[src/logic/dbus_defines.svh]
`ifndef DBUS_DEFINES_SVH
`define DBUS_DEFINES_SVH

// Data and address width
`define XLEN 32

// Data memory, word addressed
`define DMEM_WORDS 1024
`define DMEM_BASE 32'h0000_0000

// GPIO block
`define GPIO_BASE 32'h0000_2000
`define GPIO_W 8

`endif

[src/logic/dbus_pkg.sv]
`include "dbus_defines.svh"

package dbus_pkg;

  // Load/store operations from the core
  typedef enum logic [2:0] {
    LB,
    LH,
    LW,
    LBU,
    LHU,
    SB,
    SH,
    SW
  } mem_op_e;

  typedef enum logic [1:0] {
    IDLE,
    ACCESS,
    RESP
  } ctrl_state_e;

  // Core side request, byte address
  typedef struct packed {
    mem_op_e           op;
    logic [`XLEN-1:0] addr;
    logic [`XLEN-1:0] wdata;
  } mem_req_s;

  typedef struct packed {
    logic [`XLEN-1:0] rdata;
    logic             err;    // Misaligned or unmapped
  } mem_rsp_s;

  // Internal bus request, word address
  typedef struct packed {
    logic             cyc;
    logic             we;
    logic [3:0]       byte_en;
    logic [`XLEN-3:0] addr;
    logic [`XLEN-1:0] wdata;
  } dbus_req_s;

  typedef struct packed {
    logic [`XLEN-1:0] rdata;
  } peri_rsp_s;

endpackage

[src/logic/dbus_ctrl.sv]
`timescale 1ns/1ps
`include "dbus_defines.svh"

module dbus_ctrl import dbus_pkg::*; (
  input  logic        clk,
  input  logic        rst_n,
  input  logic        req_valid,
  input  mem_req_s    req,
  output logic        req_ready,
  output logic        resp_valid,
  output mem_rsp_s    resp,
  input  logic        resp_ready,
  output dbus_req_s   bus,
  output logic        mem_sel,
  output logic        gpio_sel,
  input  peri_rsp_s   mem_rsp,
  input  peri_rsp_s   gpio_rsp,
  input  logic [3:0]  st_byte_en,
  input  logic [31:0] st_wdata,
  output logic [31:0] ld_raw,
  output mem_op_e     ld_op,
  output logic [1:0]  ld_offset,
  input  logic [31:0] ld_data
);

  localparam logic [31:0] MEM_LO    = `DMEM_BASE;
  localparam logic [31:0] MEM_BYTES = `DMEM_WORDS * 4;
  localparam logic [31:0] GPIO_LO   = `GPIO_BASE;

  ctrl_state_e state_q;
  logic        resp_valid_q;
  mem_op_e     op_q;
  logic [31:0] addr_q;
  logic [3:0]  be_q;
  logic [31:0] wdata_q;
  logic [31:0] ld_raw_q;
  logic        cyc;
  logic        is_store;
  logic        mem_hit;
  logic        gpio_hit;
  logic        misaligned;
  logic        err;

  assign req_ready = (state_q == IDLE);
  assign cyc       = (state_q == ACCESS);

  // Address decode on the held request
  assign mem_hit  = (addr_q >= MEM_LO) && ((addr_q - MEM_LO) < MEM_BYTES);
  assign gpio_hit = (addr_q[31:4] == GPIO_LO[31:4]) && (addr_q[3:2] != 2'b11);
  assign is_store = op_q inside {SB, SH, SW};

  always_comb begin
    case (op_q)
      LH, LHU, SH: misaligned = addr_q[0];
      LW, SW:      misaligned = |addr_q[1:0];
      default:     misaligned = 1'b0;
    endcase
  end

  assign err = misaligned || !(mem_hit || gpio_hit);

  always_ff @(posedge clk) begin
    if (!rst_n) begin
      state_q      <= IDLE;
      resp_valid_q <= 1'b0;
    end else begin
      case (state_q)
        IDLE:   if (req_valid) state_q <= ACCESS;
        ACCESS: state_q <= RESP;
        RESP: begin
          if (!resp_valid_q) begin
            resp_valid_q <= 1'b1;  // Slave data was registered last edge
          end else if (resp_ready) begin
            resp_valid_q <= 1'b0;
            state_q      <= IDLE;
          end
        end
        default: state_q <= IDLE;
      endcase
    end
  end

  // Request payload and returned word
  always_ff @(posedge clk) begin
    if (req_valid && req_ready) begin
      op_q    <= req.op;
      addr_q  <= req.addr;
      be_q    <= st_byte_en;
      wdata_q <= st_wdata;
    end
    if (state_q == RESP && !resp_valid_q)
      ld_raw_q <= mem_hit ? mem_rsp.rdata : (gpio_hit ? gpio_rsp.rdata : '0);
  end

  assign bus.cyc     = cyc;
  assign bus.we      = cyc && is_store && !err;
  assign bus.byte_en = be_q;
  assign bus.addr    = addr_q[31:2];
  assign bus.wdata   = wdata_q;

  assign mem_sel  = cyc && mem_hit && !err;
  assign gpio_sel = cyc && gpio_hit && !err;

  assign ld_raw    = ld_raw_q;
  assign ld_op     = op_q;
  assign ld_offset = addr_q[1:0];

  assign resp_valid = resp_valid_q;
  assign resp.rdata = err ? '0 : ld_data;
  assign resp.err   = err;

  // Response held until the core takes it
  a_resp_stable: assert property (@(posedge clk) disable iff (!rst_n)
    resp_valid && !resp_ready |=> resp_valid && $stable(resp));

  a_one_slave: assert property (@(posedge clk) disable iff (!rst_n)
    !(mem_sel && gpio_sel));

endmodule

[config.mk]
export PLATFORM = sky130hd
export DESIGN_NAME = dbus_ctrl
export DESIGN_NICKNAME = d
export VERILOG_FILES = /design/src/logic/dbus_pkg.sv /design/src/logic/dbus_ctrl.sv
export VERILOG_INCLUDE_DIRS = /design/src /design/src/logic
export SDC_FILE = /design/constraint.sdc
export NUM_CORES = 1
export LEC_CHECK = 0
export BUFFER_PORTS_ARGS = -buffer_cell sky130_fd_sc_hd__clkbuf_2
export CAP_MARGIN = 20
export CORE_AREA = 2 2 136 138
export CTS_CLUSTER_SIZE = 25
export DETAILED_ROUTE_END_ITERATION = 10
export DIE_AREA = 0 0 138 140
export GPL_TIMING_DRIVEN = 0
export PLACE_DENSITY = 0.59
export SLEW_MARGIN = 30
export SYNTH_ARGS = -nofsm -noshare
export SYNTH_HDL_FRONTEND = slang
export SYNTH_SLANG_ARGS = --single-unit
export TNS_END_PERCENT = 5
[constraint.sdc]
create_clock -name clk -period 3.3 [get_ports clk]
set_clock_uncertainty 0.15 [all_clocks]
set_input_delay 0.66 -clock clk [delete_from_list [all_inputs] [get_ports clk]]
set_output_delay 0.66 -clock clk [all_outputs]
set_load 0.01 [all_outputs]
==> parameters.txt <==
Parameter                              Value

Synth
  Cell type with the highest aggregate area in the netlist ... edfxtp_1
  Number of nets in the synthesized netlist ... 497
  Synthesized area ... 4244 sq um
  Netlist cell types ... 31
  Fraction of synthesized cell area taken by the top area cell type ... 72.88%
  Sequential fraction of the synthesis area ... 74.29%
  Post-synthesis async set-or-reset flop share ... 0%
  Cell types with the largest area share after synthesis ... edfxtp_1 (73%), nor2b_1 (4.9%), and3_1 (4.1%)
  Most frequent cells after synthesis ... edfxtp_1 (103), nor2_1 (36), a21oi_1 (33), nor2b_1 (33), and3_1 (28)
  Per-instance average area after synthesis ... 14.44 sq um
  Total of warnings raised by yosys ... 0
  Most used flip-flop cell after synthesis ... edfxtp_1
  Number of cells produced by synthesis ... 294
  Count of flip-flops with a built-in enable after synthesis ... 103
  Seq cells post-synth ... 106
  Most numerous cell in the Yosys netlist ... edfxtp_1

Power
  Int Pwr ... 2.246 mW
  Total power ... 2.969 mW
  Clock network fraction of total power ... 34.5%
  Power spent charging and discharging nets ... 723.6 uW
  Leakage power summed over all cells ... 2.990 nW
  Sequential share of power ... 54.2%
  Max IR drop VDD ... 0.0002369 V
  Switching portion of total power ... 24.37%
  PD cells ... 460.3 nW/um^2
  Combinational group share of total power ... 11.3%

Timing
  Max-slew violation total from the final report ... 0
  Max Clock Freq ... 325.5 MHz
  Final worst path period need ... 3.072 ns
  Least-Margin Pin Slew ... 0.5929 ns
  Tightest slew margin relative to the limit ... 60.48%
  Post-route setup slack ... 0.2281 ns
  Post-route fraction of the period consumed by the critical path ... 93.09%
  Final Hold Viols ... 0
  Unrepaired setup endpoints after global routing ... no
  Final Setup Violations ... 0
  Worst hold-check slack ... 0.3308 ns

Layout
  Number of filler instances in the final layout ... 1808
  Area added between synthesis and finish ... 52.00%
  Antenna cells ... 0
  Register area ... 3153 sq um
  Net count of the finished layout ... 824
  Fraction of final layout cells with drive strength greater than 1 ... 57.44%
  Area of combinational cells with multiple inputs ... 994.7 sq um

Die
  Die Width ... 138 um
  Effective utilization at floorplan ... 23.87%
  Number of ports placed on the die boundary ... 345
  Site row count ... 49
  Area of the die ... 19320 sq um
  Placeable core area ... 17780 sq um
  Die Y ... 140 um

Place
  HPWL reported at the end of detailed placement ... 10290 um
  Number of I/O port buffers ... 312
  Global placer's final weighted congestion ... 0.7615
  Worst slack after detailed placement ... 0.3469 ns

Global routing
  Maximum number of pins on one net before global-route repair ... 37
  Total congestion overflow ... 0
  Overall routing resource usage ... 13.09%
  Wire length of the first global-routing pass ... 19480 um
  Via count of the first global-routing pass ... 3645
  Antenna violations before repair ... 2

Clocking
  Hold_buf cts ... 0
  Buffer depth of the longest clock path ... 2
  TritonCTS Buffers ... 9
  Clock Sinks ... 106
  Root cell of the clock tree ... clkbuf_16
  Clock slew at reported path FFs ... 0.07 ns
  Worst skew pair latency ... 0.35 ns
  Number of levels in the clock H-tree ... 3
  CTS tree ... yes

Job
  Max-cap violations ... 0

Worst setup path
  CP startpoint ... addr_q[6]
  Critical Path End Type ... output port
  Largest fanout on the critical path ... 10
  Data arrival time of the worst path ... 2.26 ns
  Launch instance of the worst register-to-register path ... addr_q[13]
  Required time of the critical path ... 2.49 ns
  Worst setup path category ... reg2out
  Critical path startpoint category ... register

Detailed routing
  Initial DRC count ... 121
  DR vias ... 3510
  DRT antenna net count ... 0
  DRC violations left ... 0
  Avg Vias per Cell ... 4.110
  Total wire length after detailed routing ... 12750 um
  Routed len/inst ... 14.93 um
  DRT Pass-1 Iters ... 4

Status
  Result of the run ... finished, final reports clean

Min path
  Hold/Removal Path Class ... in2reg
  Hold path startpoint ... st_wdata[16]
[metrics by stage]
| stage | area (sq um) | TNS [ns] | utilization [%] | std cells |
|---|---|---|---|---|
| final | 6451 | 0 | 36.28 | 854 |
| after global routing | 6451 | 0 | 36.28 | 854 |
| after CTS | 6436 | 0 | 36.20 | 852 |
| after detailed placement | 6150 | 0 | 34.59 | 837 |
| after global placement | 6092 | -33.73 | 34.26 | 835 |
| after floorplan | 4244 | 0 | - | 294 |
[worst paths after layout]
kind / endpoint / depth (start not counted) / slack (ns)
setup reg to reg: ld_raw[22] / 6 / 1.09
hold / removal: wdata_q[16] / 1 / 0.33
setup / recovery: resp[5] / 6 / 0.23
hold reg to reg: resp_valid / 2 / 0.44
[area by class of cell]
class / instances / area share, %
inverters: 1 / 0.05818
clock buffers: 9 / 3.491
multi-input cells: 168 / 15.42
well taps: 229 / 4.441
plain buffers: 19 / 1.687
repair buffers: 316 / 25.17
clock inverters: 6 / 0.8534
flip-flops and latches: 106 / 48.88
[power by group through the flow]
stage	clock network, mW	registers [mW]	logic (mW)
4_1_cts	1.08	1.61	0.342
2_1_floorplan	0	1.68	0.0871
3_3_place_gp	0	1.65	0.326
3_5_place_dp	0	1.64	0.341
6_report	1.02	1.61	0.335
5_1_grt	1.12	1.62	0.372
[worst max-delay path: stages (launching register included)]
cell	delay [ns]
edfxtp_1	0.41
nor4_2	0.39
nand4_1	0.21
nand2_1	0.22
clkbuf_1	0.32
and3_2	0.24
clkbuf_2	0.13
[cell usage in the layout, fill, tap and decap left out, drive strengths merged, types with 3 or more instances in the layout]
cell type,instances
edfxtp,103
clkbuf,329
and3,34
nor2,36
nor2b,33
nand2,5
buf,15
nor4,5
nand2b,5
clkinv,4
dfxtp,3
a21oi,33
[routing by layer]
layer,part of all wire (%),routed length (um),up-vias,GRT usage (%)
li1,-,-,1724,-
met2,47,5965,198,21.03
met1,40,5037,1573,15.09
met5,0.078,10,-,0
met3,12,1549,13,6.496
met4,1.5,188,2,4.941
[registers in the layout, summed over array words and instances (netlist names)]
register and flops:
resp_valid 1, state_q 2, be_q 4, ld_op 3, ld_raw 32, addr_q 32, wdata_q 32
[logic make-up after synthesis]
| logic type | after synthesis | share of synthesized area (%) |
|---|---|---|
| AOI/OAI and AO/OA | 39 | 5.336 |
| xor gates and xnor gates | 1 | 0.2064 |
| buffers and inverters | 20 | 2.653 |
| DFF | 106 | 74.29 |
| and+or+nand+nor | 128 | 17.51 |
[repair_timing]
action	in CTS	in global routing
resized for setup	1	0
setup buffers	0	2
setup endpoints to repair	30	30
pin swaps	0	1
Power figures use the tool's default switching activity.
