File: config.mk
export PLATFORM = sky130hd
export DESIGN_NAME = gpio_regs
export DESIGN_NICKNAME = d
export VERILOG_FILES = /design/src/logic/dbus_pkg.sv /design/src/logic/gpio_regs.sv
export VERILOG_INCLUDE_DIRS = /design/src /design/src/logic
export SDC_FILE = /design/constraint.sdc
export NUM_CORES = 1
export LEC_CHECK = 0
export ABC_AREA = 1
export CORE_MARGIN = 5
export CORE_UTILIZATION = 30
export CTS_CLUSTER_DIAMETER = 120
export DETAILED_ROUTE_END_ITERATION = 8
export DONT_BUFFER_PORTS = 1
export GPL_ROUTABILITY_DRIVEN = 0
export SYNTH_ARGS = -nofsm -noshare
export SYNTH_HDL_FRONTEND = slang
export SYNTH_SLANG_ARGS = --single-unit
File: constraint.sdc
create_clock -name clk -period 1.15 [get_ports clk]
set_clock_uncertainty 0.1 [all_clocks]
set_input_delay 0.115 -clock clk [delete_from_list [all_inputs] [get_ports clk]]
set_output_delay 0.115 -clock clk [all_outputs]
set_load 0.005 [all_outputs]
File: src/logic/dbus_defines.svh
`ifndef DBUS_DEFINES_SVH
`define DBUS_DEFINES_SVH

// Data and address width
`define XLEN 32

// Data memory, word addressed
`define DMEM_WORDS 1024
`define DMEM_BASE 32'h0000_0000

// GPIO block
`define GPIO_BASE 32'h0000_2000
`define GPIO_W 8

`endif

File: src/logic/dbus_pkg.sv
`include "dbus_defines.svh"

package dbus_pkg;

  // Load/store operations from the core
  typedef enum logic [2:0] {
    LB,
    LH,
    LW,
    LBU,
    LHU,
    SB,
    SH,
    SW
  } mem_op_e;

  typedef enum logic [1:0] {
    IDLE,
    ACCESS,
    RESP
  } ctrl_state_e;

  // Core side request, byte address
  typedef struct packed {
    mem_op_e           op;
    logic [`XLEN-1:0] addr;
    logic [`XLEN-1:0] wdata;
  } mem_req_s;

  typedef struct packed {
    logic [`XLEN-1:0] rdata;
    logic             err;    // Misaligned or unmapped
  } mem_rsp_s;

  // Internal bus request, word address
  typedef struct packed {
    logic             cyc;
    logic             we;
    logic [3:0]       byte_en;
    logic [`XLEN-3:0] addr;
    logic [`XLEN-1:0] wdata;
  } dbus_req_s;

  typedef struct packed {
    logic [`XLEN-1:0] rdata;
  } peri_rsp_s;

endpackage

File: src/logic/gpio_regs.sv
`timescale 1ns/1ps
`include "dbus_defines.svh"

module gpio_regs import dbus_pkg::*; (
  input  logic               clk,
  input  logic               rst_n,
  input  logic               sel,
  input  dbus_req_s          bus,
  output peri_rsp_s          rsp,
  input  logic [`GPIO_W-1:0] gpio_in,
  output logic [`GPIO_W-1:0] gpio_out
);

  localparam int PAD = `XLEN - `GPIO_W;

  logic [`GPIO_W-1:0] out_q;
  logic [`GPIO_W-1:0] dir_q;
  logic [`GPIO_W-1:0] in_q;
  logic [`XLEN-1:0]   rdata_q;
  logic               wr;

  // Only byte lane 0 carries register data
  assign wr = sel && bus.cyc && bus.we && bus.byte_en[0];

  always_ff @(posedge clk) begin
    if (!rst_n) begin
      out_q <= '0;
      dir_q <= '0;
    end else if (wr) begin
      case (bus.addr[1:0])
        2'd0:    out_q <= bus.wdata[`GPIO_W-1:0];
        2'd2:    dir_q <= bus.wdata[`GPIO_W-1:0];
        default: ;  // Input register is read only
      endcase
    end
  end

  always_ff @(posedge clk) begin
    in_q <= gpio_in;  // Sampled every cycle
    if (sel) begin
      case (bus.addr[1:0])
        2'd0:    rdata_q <= {{PAD{1'b0}}, out_q};
        2'd1:    rdata_q <= {{PAD{1'b0}}, in_q};
        2'd2:    rdata_q <= {{PAD{1'b0}}, dir_q};
        default: rdata_q <= '0;
      endcase
    end
  end

  assign rsp.rdata = rdata_q;
  assign gpio_out  = out_q & dir_q;  // Drive only pins set as outputs

endmodule

==> impl_metrics.tcl, run 1 <==
set metrics [dict create \
    setup_violations 0 \
    layout-drive-gt1-share 0.100 \
    placed_cell_area_sq_um 1510 \
    use_met2 0.162 \
    fin_tns_setup_ns 0 \
    period_share 0.930 \
    cp.required_ns 1.23 \
    area_growth_syn_to_layout_pct 21.3 \
    maxCapViolCount 0 \
    drt_iter0_drc 91 \
    fmax_ghz 0.935 \
    initial_core_util 0.305 \
    io_buffers 0 \
    rows 26 \
    multi_input_area_sq_um 577 \
    peakVddDrop_mv 0.606 \
    drc_errors 0 \
    use_met1 0.127 \
    core_area_sq_um 5040 \
    wl_per_cell_microns 12.0 \
    ys_ff_latch 32 \
    slowest_stage "dlygate4sd3_1" \
    regArea_sq_um 721 \
    tightest_slew_ns 0.588 \
    end_kind "flip-flop" \
    fin_area_sq_um 1870 \
    antenna_found_initial 0 \
    yosysWarnings 0 \
    cts.path.max_buffers 2 \
    p_leak_nw 0.888 \
    rsz0062_at_grt "no" \
    avgSynthCellArea_sq_um 7.93 \
    ios 119 \
    status "finished, final reports clean" \
    fillCellCount 544 \
    met3_usage 0.0428 \
    top_usage_layer "met2" \
    dieWidth_microns 81.6 \
    postRouteAntennaNets 0 \
    clock-root-buffer "clkbuf_8" \
    syn_area_sq_um 1540 \
    post-route-min-period_ns 1.07 \
    reg2reg_to "rsp[5]" \
    critPathKind "input pin to flip-flop" \
    start_kind "input pin" \
    finalNetCount 298 \
    hold_class "input pin to flip-flop" \
    crit_chain "inv_1, nor2_4, buf_12, nand3_1, nand2_1, dlygate4sd3_1, nor2_1" \
    hpwlAfterDp_mm 2.07 \
    htreeDepth 2 \
    wirelength_mm 3.47 \
    cts_sinks 32 \
    whs_ns 0.0173 \
    reg2reg_depth 2 \
    clk_pin_slew_worst_paths_ns 0.07 \
    relSlewSlack 0.608 \
    p_per_area_nw_per_um2 1240 \
    via_count 1188 \
    drv_slew 0 \
    critPathMaxFanout 24 \
    startpoint "bus[33]" \
    firstDrtPassIters 4 \
    dp_cells 257 \
    endpoint "dir_q[1]" \
    cp_data_arrival_time_ns 1.15 \
    diodes 0 \
    grt_pass1_wl_mm 5.08 \
    hold_viol_final 0 \
    total_power_mw 2.30 \
    ys_seq_area_frac 0.469 \
    fin_cells 290 \
    synth.distinct_cells 16 \
    grt_pass1_vias 1070 \
    grt_overflow 0 \
    die_y_microns 81.6 \
    final_util 0.370 \
    cts_tree "built" \
    clkLatencyLatePin_ns 0.28 \
    crit-reg2reg-launch "out_q[5]" \
    r2r_slack_ns 0.34 \
    grt_max_degree 33 \
    avgViaCountPerCell 4.10 \
    syn_inst 194 \
    pre_cts_ws_ns 0.165 \
    cts_made_buffers 5 \
    dieArea_sq_um 6660 \
    critPathMaxStageDelay_ns 0.54 \
    fin_ws_ns 0.0809 \
    groute.usage.overall 0.104 \
]
## where the power goes
part | internal, mW | switching (mW) | leakage, nW | total, mW
sequential | 1.19 | 0.0167 | 0.279 | 1.21
clock | 0.477 | 0.397 | 0.0510 | 0.874
combinational | 0.0992 | 0.122 | 0.559 | 0.221
total | 1.77 | 0.535 | 0.888 | 2.30
## cell usage after synthesis, drive strengths merged
cell	n	area [sq um]
conb	1	3.75
nor2	20	95.1
clkbuf	2	17.5
nand3	24	120
nand2	50	188
buf	31	241
inv	18	67.6
edfxtp	8	240
a21oi	16	83.8
dfxtp	24	480
## state kept, by name (all words and copies together) (netlist names)
register,count
out_q,8
dir_q,8
rsp,8
in_q,8
## layout by cell type (no fill, tap or decap)
cell type and instances:
a21oi_1 15, a21oi_2 1, buf_12 3, buf_4 5
clkbuf_16 1, clkbuf_8 6, clkinv_2 2, conb_1 24
dfxtp_1 24, dlygate4sd3_1 16, dlymetal6s4s_1 3, edfxtp_1 8
inv_1 18, nand2_1 50, nand3_1 24, nor2_1 16
nor2_2 2, nor2_4 2
## per-layer routing
| layer | part of all wire | routed length (microns) |
|---|---|---|
| met5 | 0 | 0 |
| met4 | 0.014 | 49 |
| met1 | 0.44 | 1530 |
| met3 | 0.085 | 295 |
| met2 | 0.46 | 1590 |
## cell families (layout without fill, tap and decap cells)
| family | Yosys count | after routing | share of synthesized area |
|---|---|---|---|
| AND/OR/NAND/NOR | 94 | 94 | 0.262 |
| buffers and inverters | 51 | 54 | 0.212 |
| flip-flops | 32 | 32 | 0.469 |
| AO/OA/AOI/OAI | 16 | 16 | 0.0545 |
| other | 1 | 24 | 0.00244 |
## timing repair
action                                 CTS  global route
setup buffers                            0             5
endpoints found under the hold margin   32             0
resized for setup                        0             3
hold buffers                            19             0
setup endpoints to repair                0            13
## final cells by class
class	count	area share
Multi-Input combinational cell	134	0.309
Timing Repair Buffer	28	0.172
Clock buffer	6	0.0443
Tap cell	70	0.0469
Inverter	18	0.0362
Sequential cell	32	0.386
Clock inverter	2	0.00537
## worst min-delay path by stage
| stage | startpoint | to | slack, ns | depth (start not counted) |
|---|---|---|---|---|
| 2_1_floorplan | gpio_in[0] | in_q[0] | 0.04 | 0 |
| 3_3_place_gp | gpio_in[4] | in_q[4] | 0.04 | 0 |
| 3_5_place_dp | gpio_in[4] | in_q[4] | 0.04 | 0 |
| 4_1_cts | bus[3] | out_q[3] | 0.007 | 4 |
| 5_1_grt | bus[3] | out_q[3] | 0.01 | 4 |
| 6_report | bus[3] | out_q[3] | 0.02 | 4 |
## critical path: cells and delay by family
family / cells / cell delay [ns]
buf+inv: 3 / 0.75
simple gates: 4 / 0.28
No activity file was read; power rests on OpenSTA's default activity.
==> run 2, diff against run 1 <==
PLACE_DENSITY = 0.51   (was not set)
==> impl_metrics.tcl, run 2 (synthesis gave the netlist of run 1 again) <==
set metrics [dict create \
    wl_per_cell_microns 11.4 \
    min_delay_worst_endpoint "rsp[4]" \
    rsz0062_at_grt "no" \
    layout_commonest_cell "nand2_1" \
    reg2reg_depth 2 \
    grt_pass1_wl_mm 4.72 \
    holdCritStartpoint "sel" \
    hold_viol_final 24 \
    core_area_sq_um 5040 \
    grt_pass1_vias 961 \
    cp.buffers_inverters 1 \
    wirelength_mm 3.10 \
    via_count 1105 \
    whs_ns -0.149 \
    setup_violations 0 \
    groute.usage.overall 0.0970 \
    firstDrtPassIters 4 \
    start_kind "flip-flop" \
    final_util 0.331 \
    grt_overflow 0 \
    maxCapViolCount 0 \
    cts_made_buffers 5 \
    finalNetCount 281 \
    area_growth_syn_to_layout_pct 8.54 \
    rows 26 \
    antenna_found_initial 0 \
    critPathMaxFanout 3 \
    initial_core_util 0.305 \
    fmax_ghz 1.02 \
    critPathKind "flip-flop to primary output" \
    critPathMaxStageDelay_ns 0.36 \
    crit_chain "nand2_1, inv_1" \
    p_leak_nw 0.766 \
    fin_tns_setup_ns 0 \
    clk_pin_slew_worst_paths_ns 0.06 \
    status "finished, violations left" \
    path_delay_family "flip-flops" \
    ios 119 \
    period_share 0.855 \
    drv_slew 0 \
    crit-reg2reg-launch "out_q[0]" \
    clock-root-buffer "clkbuf_8" \
    peakVddDrop_mv 0.391 \
    diodes 0 \
    cts_tree "built" \
    layout_common_cells "nand2_1 (50), nand3_1 (24), conb_1 (24), dfxtp_1 (24), inv_1 (18)" \
    hold_buffers 8 \
    post-route-min-period_ns 0.984 \
    avgViaCountPerCell 4.06 \
    reg2reg_to "rsp[0]" \
    clkLatencyLatePin_ns 0.27 \
    hold_class "input pin to flip-flop" \
    drc_errors 0 \
    cp_data_arrival_time_ns 0.77 \
    dieArea_sq_um 6660 \
    slowest_stage "dfxtp_1" \
    r2r_slack_ns 0.34 \
    layout-drive-gt1-share 0.0644 \
    grt_max_degree 33 \
    cts.path.max_buffers 2 \
    drt_iter0_drc 39 \
    hpwlAfterDp_mm 2.11 \
    htreeDepth 2 \
    cts_setup_buffers 0 \
    die_y_microns 81.6 \
    fin_area_sq_um 1670 \
    placed_cell_area_sq_um 1510 \
    cp.required_ns 0.94 \
    violations "negative hold slack" \
    p_per_area_nw_per_um2 1290 \
    end_kind "primary output" \
    dieWidth_microns 81.6 \
    postRouteAntennaNets 0 \
    cts_resized 0 \
    cts_sinks 32 \
    hold_depth 0 \
    io_buffers 0 \
]
[run 2: cell count changes in the layout (fill, tap and decap cells not counted), sizes merged]
cell | previous run | this run
clkbuf | 7 | 5
dlygate4sd3 | 16 | 8
dlymetal6s4s | 3 | 0
buf | 8 | 3
[run 2: worst register-to-register path, stage by stage, from the launching register on]
cell	delay, ns
dfxtp_1	0.32
nand2_1	0.07
nand3_1	0.08
[run 2: cell type report]
cell class	instances	area, sq um
fillers	561	3370
flip-flops and latches	32	721
multi-input cells	134	577
repair buffers	11	140
well taps	70	87.6
clock buffers	5	68.8
inverters	18	67.6
clock inverters	2	7.51
[run 2: worst max path at each step]
stage | to | startpoint | depth (start not counted)
2_1_floorplan | out_q[6] | sel | 6
3_3_place_gp | rsp[7] | bus[32] | 4
3_5_place_dp | rsp[2] | bus[32] | 4
4_1_cts | gpio_out[2] | dir_q[2] | 2
5_1_grt | gpio_out[4] | dir_q[4] | 2
6_report | gpio_out[2] | dir_q[2] | 2
[run 2: per-stage QoR]
stage               setup WS, ns  std cells  power, mW
CTS                        0.146        272       2.19
global placement           0.115        257       1.38
floorplan                  0.285        217       1.41
detailed placement         0.108        257       1.38
global route              0.0922        272       2.28
finish                     0.166        272       2.15
[run 2: routing by layer]
layer  vias to the layer above  wire (microns)  GRT usage
li1                        571               -          -
met5                         -               0          0
met2                        44            1410      0.152
met3                         5             256     0.0417
met1                       485            1390      0.120
met4                         0              38     0.0299
[run 2: report_power, final]
part           internal, mW  switching [mW]  total, mW
Combinational        0.0643          0.0978      0.162
Clock                 0.399           0.378      0.777
Sequential             1.19          0.0163       1.21
Total                  1.66           0.492       2.15
==> run 3, diff against run 2 <==
HOLD_SLACK_MARGIN = 0.1   (was not set)
clock period = 1.2 ns   (was 1.15 ns; I/O delays follow)
==> impl_metrics.tcl, run 3 (synthesis gave the netlist of run 1 again) <==
set metrics [dict create \
    period_share 0.980 \
    path_delay_family "buffers and inverters" \
    clk_pin_slew_worst_paths_ns 0.06 \
    r2r_slack_ns 0.39 \
    top_usage_layer "met2" \
    cp_data_arrival_time_ns 0.99 \
    tightest_slew_ns 0.632 \
    use_met1 0.128 \
    clock-root-buffer "clkbuf_8" \
    start_kind "input pin" \
    diodes 0 \
    p_leak_nw 0.817 \
    grt_max_degree 33 \
    relSlewSlack 0.578 \
    drc_errors 0 \
    fillCellCount 557 \
    post-route-min-period_ns 1.18 \
    finalNetCount 291 \
    hold_viol_final 0 \
    rsz0062_at_grt "no" \
    wirelength_mm 3.21 \
    fin_area_sq_um 1770 \
    groute.usage.overall 0.100 \
    cts_setup_buffers 0 \
    cts_made_buffers 5 \
    setup_violations 0 \
    clkLatencyLatePin_ns 0.27 \
    initial_core_util 0.305 \
    cts_tree "built" \
    grt_pass1_wl_mm 4.87 \
    crit-reg2reg-launch "out_q[0]" \
    cp.buffers_inverters 1 \
    peakVddDrop_mv 0.375 \
    crit_chain "dlygate4sd3_1" \
    grt_pass1_vias 1004 \
    use_met2 0.157 \
    firstDrtPassIters 4 \
    reg2reg_depth 2 \
    met3_usage 0.0395 \
    io_buffers 0 \
    avgViaCountPerCell 4.12 \
    grt_overflow 0 \
    rows 26 \
    layout_commonest_cell "nand2_1" \
    cts_sinks 32 \
    startpoint "sel" \
    critPathKind "input pin to flip-flop" \
    reg2reg_to "rsp[0]" \
    worst-path-stages 1 \
    status "finished, final reports clean" \
    fmax_ghz 0.851 \
    core_area_sq_um 5040 \
    layout-drive-gt1-share 0.0613 \
    hpwlAfterDp_mm 2.11 \
    placed_cell_area_sq_um 1510 \
    endpoint "rsp[0]" \
    dieWidth_microns 81.6 \
    maxCapViolCount 0 \
    slowest_stage "dlygate4sd3_1" \
    wl_per_cell_microns 11.4 \
    critPathMaxStageDelay_ns 0.86 \
    cts.path.max_buffers 2 \
    layout_common_cells "nand2_1 (50), nand3_1 (24), conb_1 (24), dfxtp_1 (24), inv_1 (18)" \
    dieArea_sq_um 6660 \
    postRouteAntennaNets 0 \
    area_growth_syn_to_layout_pct 15.2 \
    drt_iter0_drc 49 \
    ios 119 \
    end_kind "flip-flop" \
    fin_tns_setup_ns 0 \
    via_count 1163 \
    die_y_microns 81.6 \
    cp.required_ns 1.01 \
    critPathMaxFanout 8 \
    antenna_found_initial 1 \
    hold_class "input pin to flip-flop" \
    htreeDepth 2 \
    drv_slew 0 \
    p_per_area_nw_per_um2 1190 \
]
## run 3: through the flow
step	std cells	worst slack, ns	hold slack [ns]	power, mW	utilization
after floorplan	217	0.330	0.0477	1.35	-
after global placement	257	0.160	0.0478	1.32	0.300
after detailed placement	257	0.153	0.0478	1.32	0.300
after CTS	282	0.0107	0.124	2.14	0.351
after global routing	282	0.0274	0.134	2.22	0.351
final	282	0.0244	0.139	2.10	0.351
## run 3: per-layer routing
| metal | vias up | wire length (microns) | share of wire |
|---|---|---|---|
| met4 | 0 | 38 | 0.012 |
| met2 | 52 | 1450 | 0.45 |
| met5 | - | 0 | 0 |
| li1 | 593 | - | - |
| met1 | 513 | 1450 | 0.45 |
| met3 | 5 | 267 | 0.083 |
## run 3: worst min-delay path by stage
stage                     from  endpoint  slack [ns]  cells after the start
floorplan           gpio_in[0]   in_q[0]        0.05                      0
global placement    gpio_in[0]   in_q[0]        0.05                      0
detailed placement  gpio_in[4]   in_q[4]        0.05                      0
CTS                    bus[32]  dir_q[2]        0.12                      4
global route           bus[32]  dir_q[2]        0.13                      4
finish                 bus[32]  dir_q[2]        0.14                      4
## run 3: timing repair
action | 4_1_cts | 5_1_grt
hold endpoints to repair | 32 | 0
hold buffers | 18 | 0
gates resized for setup | 0 | 1
endpoints found under the setup margin | 0 | 16
## run 3: cell type report
type | count | area, sq um | share of cell area
clock buffer | 5 | 68.8 | 0.0388
multi-input combinational | 134 | 577 | 0.326
sequential | 32 | 721 | 0.407
tap | 70 | 87.6 | 0.0494
clock inverter | 2 | 7.51 | 0.00424
inverter | 18 | 67.6 | 0.0381
timing repair buffer | 21 | 243 | 0.137
## run 3: report_power, final
| group | internal (mW) | total [mW] | leakage (nW) | switching, mW |
|---|---|---|---|---|
| combinational | 0.0827 | 0.196 | 0.499 | 0.113 |
| clock | 0.382 | 0.748 | 0.0391 | 0.366 |
| sequential | 1.14 | 1.16 | 0.279 | 0.0157 |
| total | 1.61 | 2.10 | 0.817 | 0.495 |
