==> src/logic/dbus_defines.svh <==
`ifndef DBUS_DEFINES_SVH
`define DBUS_DEFINES_SVH

// Data and address width
`define XLEN 32

// Data memory, word addressed
`define DMEM_WORDS 1024
`define DMEM_BASE 32'h0000_0000

// GPIO block
`define GPIO_BASE 32'h0000_2000
`define GPIO_W 8

`endif

==> src/logic/dbus_pkg.sv <==
`include "dbus_defines.svh"

package dbus_pkg;

  // Load/store operations from the core
  typedef enum logic [2:0] {
    LB,
    LH,
    LW,
    LBU,
    LHU,
    SB,
    SH,
    SW
  } mem_op_e;

  typedef enum logic [1:0] {
    IDLE,
    ACCESS,
    RESP
  } ctrl_state_e;

  // Core side request, byte address
  typedef struct packed {
    mem_op_e           op;
    logic [`XLEN-1:0] addr;
    logic [`XLEN-1:0] wdata;
  } mem_req_s;

  typedef struct packed {
    logic [`XLEN-1:0] rdata;
    logic             err;    // Misaligned or unmapped
  } mem_rsp_s;

  // Internal bus request, word address
  typedef struct packed {
    logic             cyc;
    logic             we;
    logic [3:0]       byte_en;
    logic [`XLEN-3:0] addr;
    logic [`XLEN-1:0] wdata;
  } dbus_req_s;

  typedef struct packed {
    logic [`XLEN-1:0] rdata;
  } peri_rsp_s;

endpackage

==> src/logic/lsu_align.sv <==
`timescale 1ns/1ps

module lsu_align import dbus_pkg::*; (
  input  mem_op_e     st_op,
  input  logic [1:0]  st_offset,
  input  logic [31:0] st_data,
  output logic [3:0]  st_byte_en,
  output logic [31:0] st_wdata,
  input  mem_op_e     ld_op,
  input  logic [1:0]  ld_offset,
  input  logic [31:0] ld_raw,
  output logic [31:0] ld_data
);

  logic [31:0] ld_shift;

  // Store lanes: replicate the value, enables pick the lane
  always_comb begin
    case (st_op)
      SB: begin
        st_byte_en = 4'b0001 << st_offset;
        st_wdata   = {4{st_data[7:0]}};
      end
      SH: begin
        st_byte_en = st_offset[1] ? 4'b1100 : 4'b0011;
        st_wdata   = {2{st_data[15:0]}};
      end
      SW: begin
        st_byte_en = 4'b1111;
        st_wdata   = st_data;
      end
      default: begin
        st_byte_en = 4'b0000;  // Loads write nothing
        st_wdata   = st_data;
      end
    endcase
  end

  // Addressed lane moved down to bit 0
  assign ld_shift = ld_raw >> {ld_offset, 3'b000};

  always_comb begin
    case (ld_op)
      LB:      ld_data = {{24{ld_shift[7]}}, ld_shift[7:0]};
      LBU:     ld_data = {24'h00_0000, ld_shift[7:0]};
      LH:      ld_data = {{16{ld_shift[15]}}, ld_shift[15:0]};
      LHU:     ld_data = {16'h0000, ld_shift[15:0]};
      LW:      ld_data = ld_raw;
      default: ld_data = '0;     // Stores return zero
    endcase
  end

endmodule

==> config.mk <==
export PLATFORM = sky130hd
export DESIGN_NAME = lsu_align
export DESIGN_NICKNAME = d
export VERILOG_FILES = /design/src/logic/dbus_pkg.sv /design/src/logic/lsu_align.sv
export VERILOG_INCLUDE_DIRS = /design/src /design/src/logic
export SDC_FILE = /design/constraint.sdc
export NUM_CORES = 1
export LEC_CHECK = 0
export BUFFER_PORTS_ARGS = -buffer_cell sky130_fd_sc_hd__buf_2
export CORE_MARGIN = 2
export CORE_UTILIZATION = 38
export DETAILED_ROUTE_END_ITERATION = 6
export GPL_ROUTABILITY_DRIVEN = 0
export PLACE_DENSITY = 0.86
export SYNTH_ARGS = -nofsm -noshare
export SYNTH_HDL_FRONTEND = slang
export SYNTH_SLANG_ARGS = --single-unit
==> constraint.sdc <==
create_clock -name vclk -period 2.58
set_clock_uncertainty 0.15 [all_clocks]
set_input_delay 0.387 -clock vclk [all_inputs]
set_output_delay 0.387 -clock vclk [all_outputs]
set_load 0.01 [all_outputs]
==> results of run 1 <==
-- layer usage --
layer / GRT usage (%) / vias up / wire length, um
met3: 1.41 / 6 / 353
li1: - / 974 / -
met5: 0 / - / 0
met1: 32.4 / 927 / 2240
met2: 41.4 / 85 / 2740
met4: 2.13 / 0 / 45
-- final timing paths --
path,slack [ps],to,from,cells past startpoint
hold / removal,850,st_wdata[5],st_data[5],2
setup / recovery,180,ld_data[14],ld_offset[1],7
-- worst max-delay path: stages --
cell	delay (ps)
buf_2	130
buf_6	220
mux2i_1	300
a2bb2oi_1	220
o21ai_0	110
or3_1	340
buf_2	140
-- layout by cell type (no fill, tap or decap), types with 7 or more instances in the layout --
cell type / Yosys / routed
mux2i_1: 22 / 22
buf_4: 8 / 9
mux2_2: 15 / 15
buf_2: 6 / 142
a21oi_1: 14 / 14
a21o_1: 17 / 17
nor2_1: 13 / 13
a2bb2oi_1: 8 / 8
nand2_1: 8 / 8
a221o_1: 7 / 7
o22ai_1: 16 / 16
-- kinds of logic after synthesis --
family	synth area share (%)
buf+inv	10.9
simple gates	13.1
compound gates	45.2
mux	30.8
-- power by group --
group          switching, mW  total (mW)  internal [mW]
logic                  0.221       0.431          0.210
registers                  0           0              0
clock network              0           0              0
total                  0.221       0.431          0.210
-- cell type report --
class                           count  area share, %
Tap cell                           46           2.75
Timing Repair Buffer              153           38.6
Multi-Input combinational cell    158           58.6
-- timing repair --
item,CTS,global route
buffers inserted,0,2
setup endpoints to repair,2,17
gates resized for setup,0,1
pin swaps,1,1
==> results.yml, run 1 <==
die:
  fp.dieW_um: 64.1
  start_util_pct: 40.2
  die_y_um: 64.1
  rows: 21
  dieArea_sq_mm: 0.00411
  core_sq_mm: 0.00342
  io_pins: 142
finish:
  final_cells: 357
  clkbuf_count: 0
  multi_input_area_sq_mm: 0.00123
  drive_gt1_share_pct: 56.3
  final_util_pct: 61.4
  nFillCells: 310
  nFlopsAndLatches: 0
  syn_to_final_growth_pct: 52.6
  ff_latch_area_sq_um: 0
  nets: 387
  antenna_cells: 0
  final_cell_area_sq_mm: 0.00210
drt:
  vias_per_cell: 5.58
  wire_per_inst_um: 15.1
  wl_um: 5370
  drtIter0Drc: 96
  drc: 0
  dr.pass1.iters: 4
  postRouteAntennaNets: 0
  vias: 1992
placed_design:
  io_buffers: 142
  place_hpwl_um: 4310
  dpl_worst_slack_ps: 0.483
  postPlaceCellArea_sq_mm: 0.00208
  dp.cells: 355
critical_path:
  cp_max_fo: 15
  setup.worst_path.class: "primary input to primary output"
  critPathLaunchType: "primary input"
  endpoint_kind: "primary output"
  arrival_ps: 1860
  worstPathRequired_ps: 2040
synthesis:
  synth.distinct_cells: 32
  syn_area_sq_mm: 0.00137
  yosysMostFrequentCell: "mux2i_1"
  yosysTopAreaCellShare_pct: 16.0
  synthCells: 184
  synth_common_cells: "mux2i_1 (22), a21o_1 (17), o22ai_1 (16)"
  ys_seq_area_share_pct: 0
  synth_warnings: 0
  synth.avg_cell_area_sq_um: 7.47
  yosys.area.top_type: "mux2i_1"
  syn_nets: 258
  synthTopCellsByArea: "mux2i_1 (16%), mux2_2 (12%), a21o_1 (9.3%)"
grt:
  grt_pass1_vias: 1676
  grt_start_max_net_pins: 31
  antenna_found_initial: 0
  grt_overflow: 0
  track_usage_pct: 23.4
  grt_pass1_wl_um: 8110
timing:
  period_needed_ps: 2400
  rsz0062_at_grt: "no"
  finalCritPeriodShare_pct: 93.0
  setup_viol: 0
  max_slew_margin_pct: 66.7
  tightest_slew_ps: 498
  tns_ps: 0
  slew_viol_final: 0
  hold_violations: 0
  max_clock_freq_mhz: 417
  hold_ws_ps: 852
  setup_slack_ps: 182
power_and_ir_drop:
  p_per_area_mw_per_mm2: 206
  power.total_mw: 0.431
  vdd.ir_drop.worst_mv: 0.0944
  power.leakage_nw: 1.26
worst_hold_path:
  worstHoldPathType: "primary input to primary output"
status:
  status: "completed"
run:
  max_cap_viol_count: 0
clock_tree:
  cts-hold-fix-buffers: 0
(Power assumes the default switching activity.)
==> inputs of run 2 (changes only) <==
--- a/config.mk
+++ b/config.mk
@@ -6,12 +6,14 @@
 export SDC_FILE = /design/constraint.sdc
 export NUM_CORES = 1
 export LEC_CHECK = 0
+export ABC_AREA = 1
+export ABC_CLOCK_PERIOD_IN_PS = 2580
 export BUFFER_PORTS_ARGS = -buffer_cell sky130_fd_sc_hd__buf_2
 export CORE_MARGIN = 2
 export CORE_UTILIZATION = 38
 export DETAILED_ROUTE_END_ITERATION = 6
 export GPL_ROUTABILITY_DRIVEN = 0
-export PLACE_DENSITY = 0.86
+export PLACE_DENSITY = 0.84
 export SYNTH_ARGS = -nofsm -noshare
 export SYNTH_HDL_FRONTEND = slang
 export SYNTH_SLANG_ARGS = --single-unit
==> run 2 against run 1 <==
Wire length decreased by 3.5%. First-iteration DRC count decreased by 3.1%. Worst hold slack got worse by 27 ps. Core utilization decreased by 5.3 points. Count of clock-buffer cells in the layout unchanged. Synthesized cell count increased by 64%. Sequential share of layout area unchanged. Fmax increased by 13%. Critical path type unchanged. Largest power group unchanged.
==> results.yml, run 2 <==
status:
  status: "completed"
worst_hold_path:
  hp-start: "st_data[7]"
  worstHoldPathType: "primary input to primary output"
clock_tree:
  cts-hold-fix-buffers: 0
  cts_setup_buffers: 0
  post_cts_resized: 0
grt:
  grt_pass1_vias: 1934
  track_usage_pct: 22.2
  grt_pass1_wl_um: 8110
  use_met2_pct: 41.6
  busiest_layer: "met2"
  grtUsageMet3_pct: 2.57
  gr-usage-met1_pct: 26.6
  grt_start_max_net_pins: 33
  antenna_found_initial: 0
  grt_overflow: 0
drt:
  wl_um: 5190
  drtIter0Drc: 93
  drc: 0
  postRouteAntennaNets: 0
  vias: 2335
  dr.pass1.iters: 4
  wire_per_inst_um: 11.0
  vias_per_cell: 4.97
synthesis:
  yosysTopAreaCellShare_pct: 26.3
  yosysMostFrequentCell: "nand2_1"
  synth.distinct_cells: 22
  synth_common_cells: "nand2_1 (101), nand3_1 (34), o21ai_0 (34)"
  yosys.area.top_type: "nand2_1"
  synth_top_family_by_area: "simple AND/OR/NAND/NOR gates"
  synth.avg_cell_area_sq_um: 4.76
  synth-adder-area-share_pct: 0
  synthMuxAreaShare_pct: 0
  synth_compound_area_share_pct: 21.7
  synth_warnings: 0
  syn_nets: 376
  syn_area_sq_mm: 0.00144
  synthTopCellsByArea: "nand2_1 (26%), nand3_1 (12%), o21ai_0 (12%)"
  synth_xor_area_share_pct: 0
  synthSimpleGateAreaFrac_pct: 55.9
  ys_seq_area_share_pct: 0
  synthCells: 302
timing:
  hold_violations: 0
  tightest_slew_ps: 606
  max_slew_margin_pct: 59.6
  max_clock_freq_mhz: 473
  setup_viol: 0
  period_needed_ps: 2110
  slew_viol_final: 0
  rsz0062_at_grt: "no"
  finalCritPeriodShare_pct: 82.0
  tns_ps: 0
critical_path:
  setup.worst_path.start: "st_op[1]"
  arrival_ps: 1580
  critPathLaunchType: "primary input"
  cp_max_fo: 17
  worstPathRequired_ps: 2040
  endpoint_kind: "primary output"
  setup.worst_path.class: "primary input to primary output"
  endpoint: "st_wdata[13]"
placed_design:
  place_hpwl_um: 4210
  io_buffers: 142
power_and_ir_drop:
  power.leakage_nw: 1.34
  clkPwrFrac_pct: 0
  pwr-share-comb_pct: 100.0
  vdd.ir_drop.worst_mv: 0.100
  p_switching_mw: 0.232
  internal_power_mw: 0.161
  p_per_area_mw_per_mm2: 192
  switching_share_pct: 59.0
  power.share.sequential_pct: 0
die:
  core_sq_mm: 0.00366
  io_pins: 142
  fp.dieW_um: 65.5
  start_util_pct: 39.3
  die_y_um: 65.5
  dieArea_sq_mm: 0.00429
  rows: 22
finish:
  nets: 498
  antenna_cells: 0
  syn_to_final_growth_pct: 42.5
  most-common-layout-cells: "buf_2 (142), nand2_1 (101), nand3_1 (34), o21ai_0 (34), nor2_1 (32)"
  nFlopsAndLatches: 0
  clkbuf_count: 0
  drive_gt1_share_pct: 39.3
  final_util_pct: 56.0
  final_common_cell: "buf_2"
  ff_latch_area_sq_um: 0
run:
  max_cap_viol_count: 0
## run 2: cells by family (layout without fill, tap and decap cells)
| family | Yosys count | count (layout) |
|---|---|---|
| AND/OR/NAND/NOR | 184 | 184 |
| AO/OA/AOI/OAI | 60 | 60 |
| buffers and inverters | 58 | 178 |
## run 2: per-layer routing
metal	wire [um]	up-vias
met5	0	-
met3	388	10
li1	-	1200
met2	2600	97
met4	104	0
met1	2090	1028
## run 2: worst max-delay path, stage by stage
cell     delay (ps)
buf_2           110
nand2_1          60
inv_1            60
nand2_2         180
nand2_1         360
o21ai_0         260
buf_2           160
## run 2: layout make-up
cell class / instances / area (sq um)
Fill cell: 413 / 1610
Timing Repair Buffer: 146 / 741
Inverter: 32 / 133
Tap cell: 48 / 60.1
Multi-Input combinational cell: 244 / 1120
## run 2: worst min-delay path by stage
stage | end | slack [ps] | depth (start not counted)
after floorplan | st_byte_en[0] | 710 | 1
after global placement | st_wdata[7] | 830 | 2
after detailed placement | st_wdata[7] | 820 | 2
after CTS | st_wdata[7] | 820 | 2
after global routing | st_wdata[7] | 840 | 2
final | st_wdata[7] | 830 | 2
## run 2: power groups by stage
stage	Combinational (mW)	Clock (mW)	Sequential, mW
after floorplan	0.232	0	0
after global placement	0.387	0	0
after detailed placement	0.393	0	0
after CTS	0.394	0	0
after global routing	0.438	0	0
final	0.393	0	0
## run 2: through the flow
stage | instances | area, sq um | total power [mW] | worst slack (ps) | hold slack [ps]
6_report | 470 | 2050 | 0.393 | 465 | 826
5_1_grt | 470 | 2050 | 0.438 | 255 | 837
4_1_cts | 470 | 2050 | 0.394 | 462 | 824
3_5_place_dp | 470 | 2050 | 0.393 | 463 | 823
3_3_place_gp | 470 | 2050 | 0.387 | 513 | 825
2_1_floorplan | 302 | 1440 | 0.232 | 889 | 713
==> inputs of run 3 (changes only) <==
--- a/config.mk
+++ b/config.mk
@@ -6,14 +6,14 @@
 export SDC_FILE = /design/constraint.sdc
 export NUM_CORES = 1
 export LEC_CHECK = 0
-export ABC_AREA = 1
-export ABC_CLOCK_PERIOD_IN_PS = 2580
+export ABC_AREA = 0
+export ABC_CLOCK_PERIOD_IN_PS = 1900
 export BUFFER_PORTS_ARGS = -buffer_cell sky130_fd_sc_hd__buf_2
 export CORE_MARGIN = 2
-export CORE_UTILIZATION = 38
+export CORE_UTILIZATION = 34
 export DETAILED_ROUTE_END_ITERATION = 6
 export GPL_ROUTABILITY_DRIVEN = 0
-export PLACE_DENSITY = 0.84
+export PLACE_DENSITY = 0.81
 export SYNTH_ARGS = -nofsm -noshare
 export SYNTH_HDL_FRONTEND = slang
 export SYNTH_SLANG_ARGS = --single-unit
==> constraint.sdc (replaced) <==
create_clock -name vclk -period 1.9
set_clock_uncertainty 0.15 [all_clocks]
set_input_delay 0.285 -clock vclk [all_inputs]
set_output_delay 0.285 -clock vclk [all_outputs]
set_load 0.01 [all_outputs]
==> run 3 against run 2 <==
The flow now finishes with violations (negative setup slack). Cell count decreased by 18%. Worst hold slack got worse by 170 ps. Sequential cell count unchanged. Count of clock-buffer cells in the layout unchanged. Worst setup slack got worse by 610 ps. Global-route usage increased by 1.3 points. Core utilization increased by 8.0 points. Wire length increased by 17%. Via count decreased by 8.6%. Die area increased by 6.3%. Highest routed layer unchanged.
==> results.yml, run 3 (same netlist as run 1, synthesis figures left out) <==
drt:
  wire_per_inst_um: 15.9
  dr.pass1.iters: 4
  drtIter0Drc: 98
  vias_per_cell: 5.56
  drc: 0
  postRouteAntennaNets: 0
  wl_um: 6090
  vias: 2134
timing:
  max_clock_freq_mhz: 490
  hold_ws_ps: 654
  finalCritPeriodShare_pct: 107
  rsz0062_at_grt: "yes"
  tightest_slew_ps: 459
  slew_viol_final: 0
  tns_ps: -2160
  period_needed_ps: 2040
  max_slew_margin_pct: 69.3
  setup_slack_ps: -142
  setup_viol: 24
  hold_violations: 0
grt:
  antenna_found_initial: 0
  grt_start_max_net_pins: 17
  use_met2_pct: 44.0
  grtUsageMet3_pct: 2.50
  grt_pass1_wl_um: 8650
  grt_overflow: 0
  gr-usage-met1_pct: 27.7
  track_usage_pct: 23.5
  grt_pass1_vias: 1984
  busiest_layer: "met2"
power_and_ir_drop:
  switching_share_pct: 48.2
  power.leakage_nw: 1.42
  power.share.sequential_pct: 0
  p_switching_mw: 0.342
  pwr-share-comb_pct: 100.0
  clkPwrFrac_pct: 0
  vdd.ir_drop.worst_mv: 0.145
  power.total_mw: 0.708
  p_per_area_mw_per_mm2: 280
  internal_power_mw: 0.366
finish:
  ff_latch_area_sq_um: 0
  syn_to_final_growth_pct: 83.8
  multi_input_area_sq_mm: 0.00140
  nets: 410
  nFillCells: 348
  final_common_cell: "buf_2"
  drive_gt1_share_pct: 65.0
  antenna_cells: 0
  most-common-layout-cells: "buf_2 (136), buf_4 (29), a21o_1 (17)"
  clkbuf_count: 0
  nFlopsAndLatches: 0
  final_cell_area_sq_mm: 0.00252
die:
  start_util_pct: 34.8
  dieArea_sq_mm: 0.00457
  rows: 23
  fp.dieW_um: 67.6
  die_y_um: 67.6
  io_pins: 142
  core_sq_mm: 0.00394
placed_design:
  dpl_worst_slack_ps: -447
  place_hpwl_um: 4600
  postPlaceCellArea_sq_mm: 0.00224
  io_buffers: 142
critical_path:
  setup.worst_path.class: "primary input to primary output"
  arrival_ps: 1610
  endpoint_kind: "primary output"
  cp_max_fo: 7
  worstPathRequired_ps: 1460
  critPathLaunchType: "primary input"
status:
  violations: "negative setup slack"
  status: "finished with violations"
run:
  max_cap_viol_count: 0
clock_tree:
  cts-hold-fix-buffers: 0
worst_hold_path:
  worstHoldPathType: "primary input to primary output"
run 3: worst max-delay path, stage by stage:
cell and delay, ps:
buf_12 90, mux4_2 560, nand2_2 110, nor2_4 60, or3_1 330, buf_2 160
run 3: what timing repair did:
item	in CTS	in global routing
pin swaps	9	3
gates cloned	1	1
gates resized for setup	27	15
endpoints found under the setup margin	32	37
buffers inserted	2	2
endpoints found under the hold margin	0	0
run 3: cell type report:
| cell class | count | area share [%] |
|---|---|---|
| multi-input combinational | 158 | 55.3 |
| tap | 50 | 2.48 |
| timing repair buffer | 176 | 42.2 |
run 3: per-stage QoR:
stage          util, %  cells
2_1_floorplan        -    184
3_3_place_gp      56.9    378
3_5_place_dp      56.9    378
4_1_cts           60.8    381
5_1_grt           64.0    384
6_report          64.0    384
run 3: worst paths after layout:
| kind | cells after the start | endpoint | from |
|---|---|---|---|
| hold / removal | 2 | st_wdata[2] | st_data[2] |
| setup / recovery | 6 | ld_data[14] | ld_offset[1] |
run 3: layer usage:
metal  up-vias  wire length (um)  share of wire (%)
met3        14               447                7.3
met1       988              2310                 38
met4         0               164                2.7
met5         -                 0                  0
met2       107              3160                 52
li1       1025                 -                  -
run 3: power groups by stage:
| stage | clock (mW) | combinational, mW | sequential [mW] |
|---|---|---|---|
| after floorplan | 0 | 0.346 | 0 |
| after global placement | 0 | 0.602 | 0 |
| after detailed placement | 0 | 0.617 | 0 |
| after CTS | 0 | 0.666 | 0 |
| after global routing | 0 | 0.762 | 0 |
| final | 0 | 0.708 | 0 |
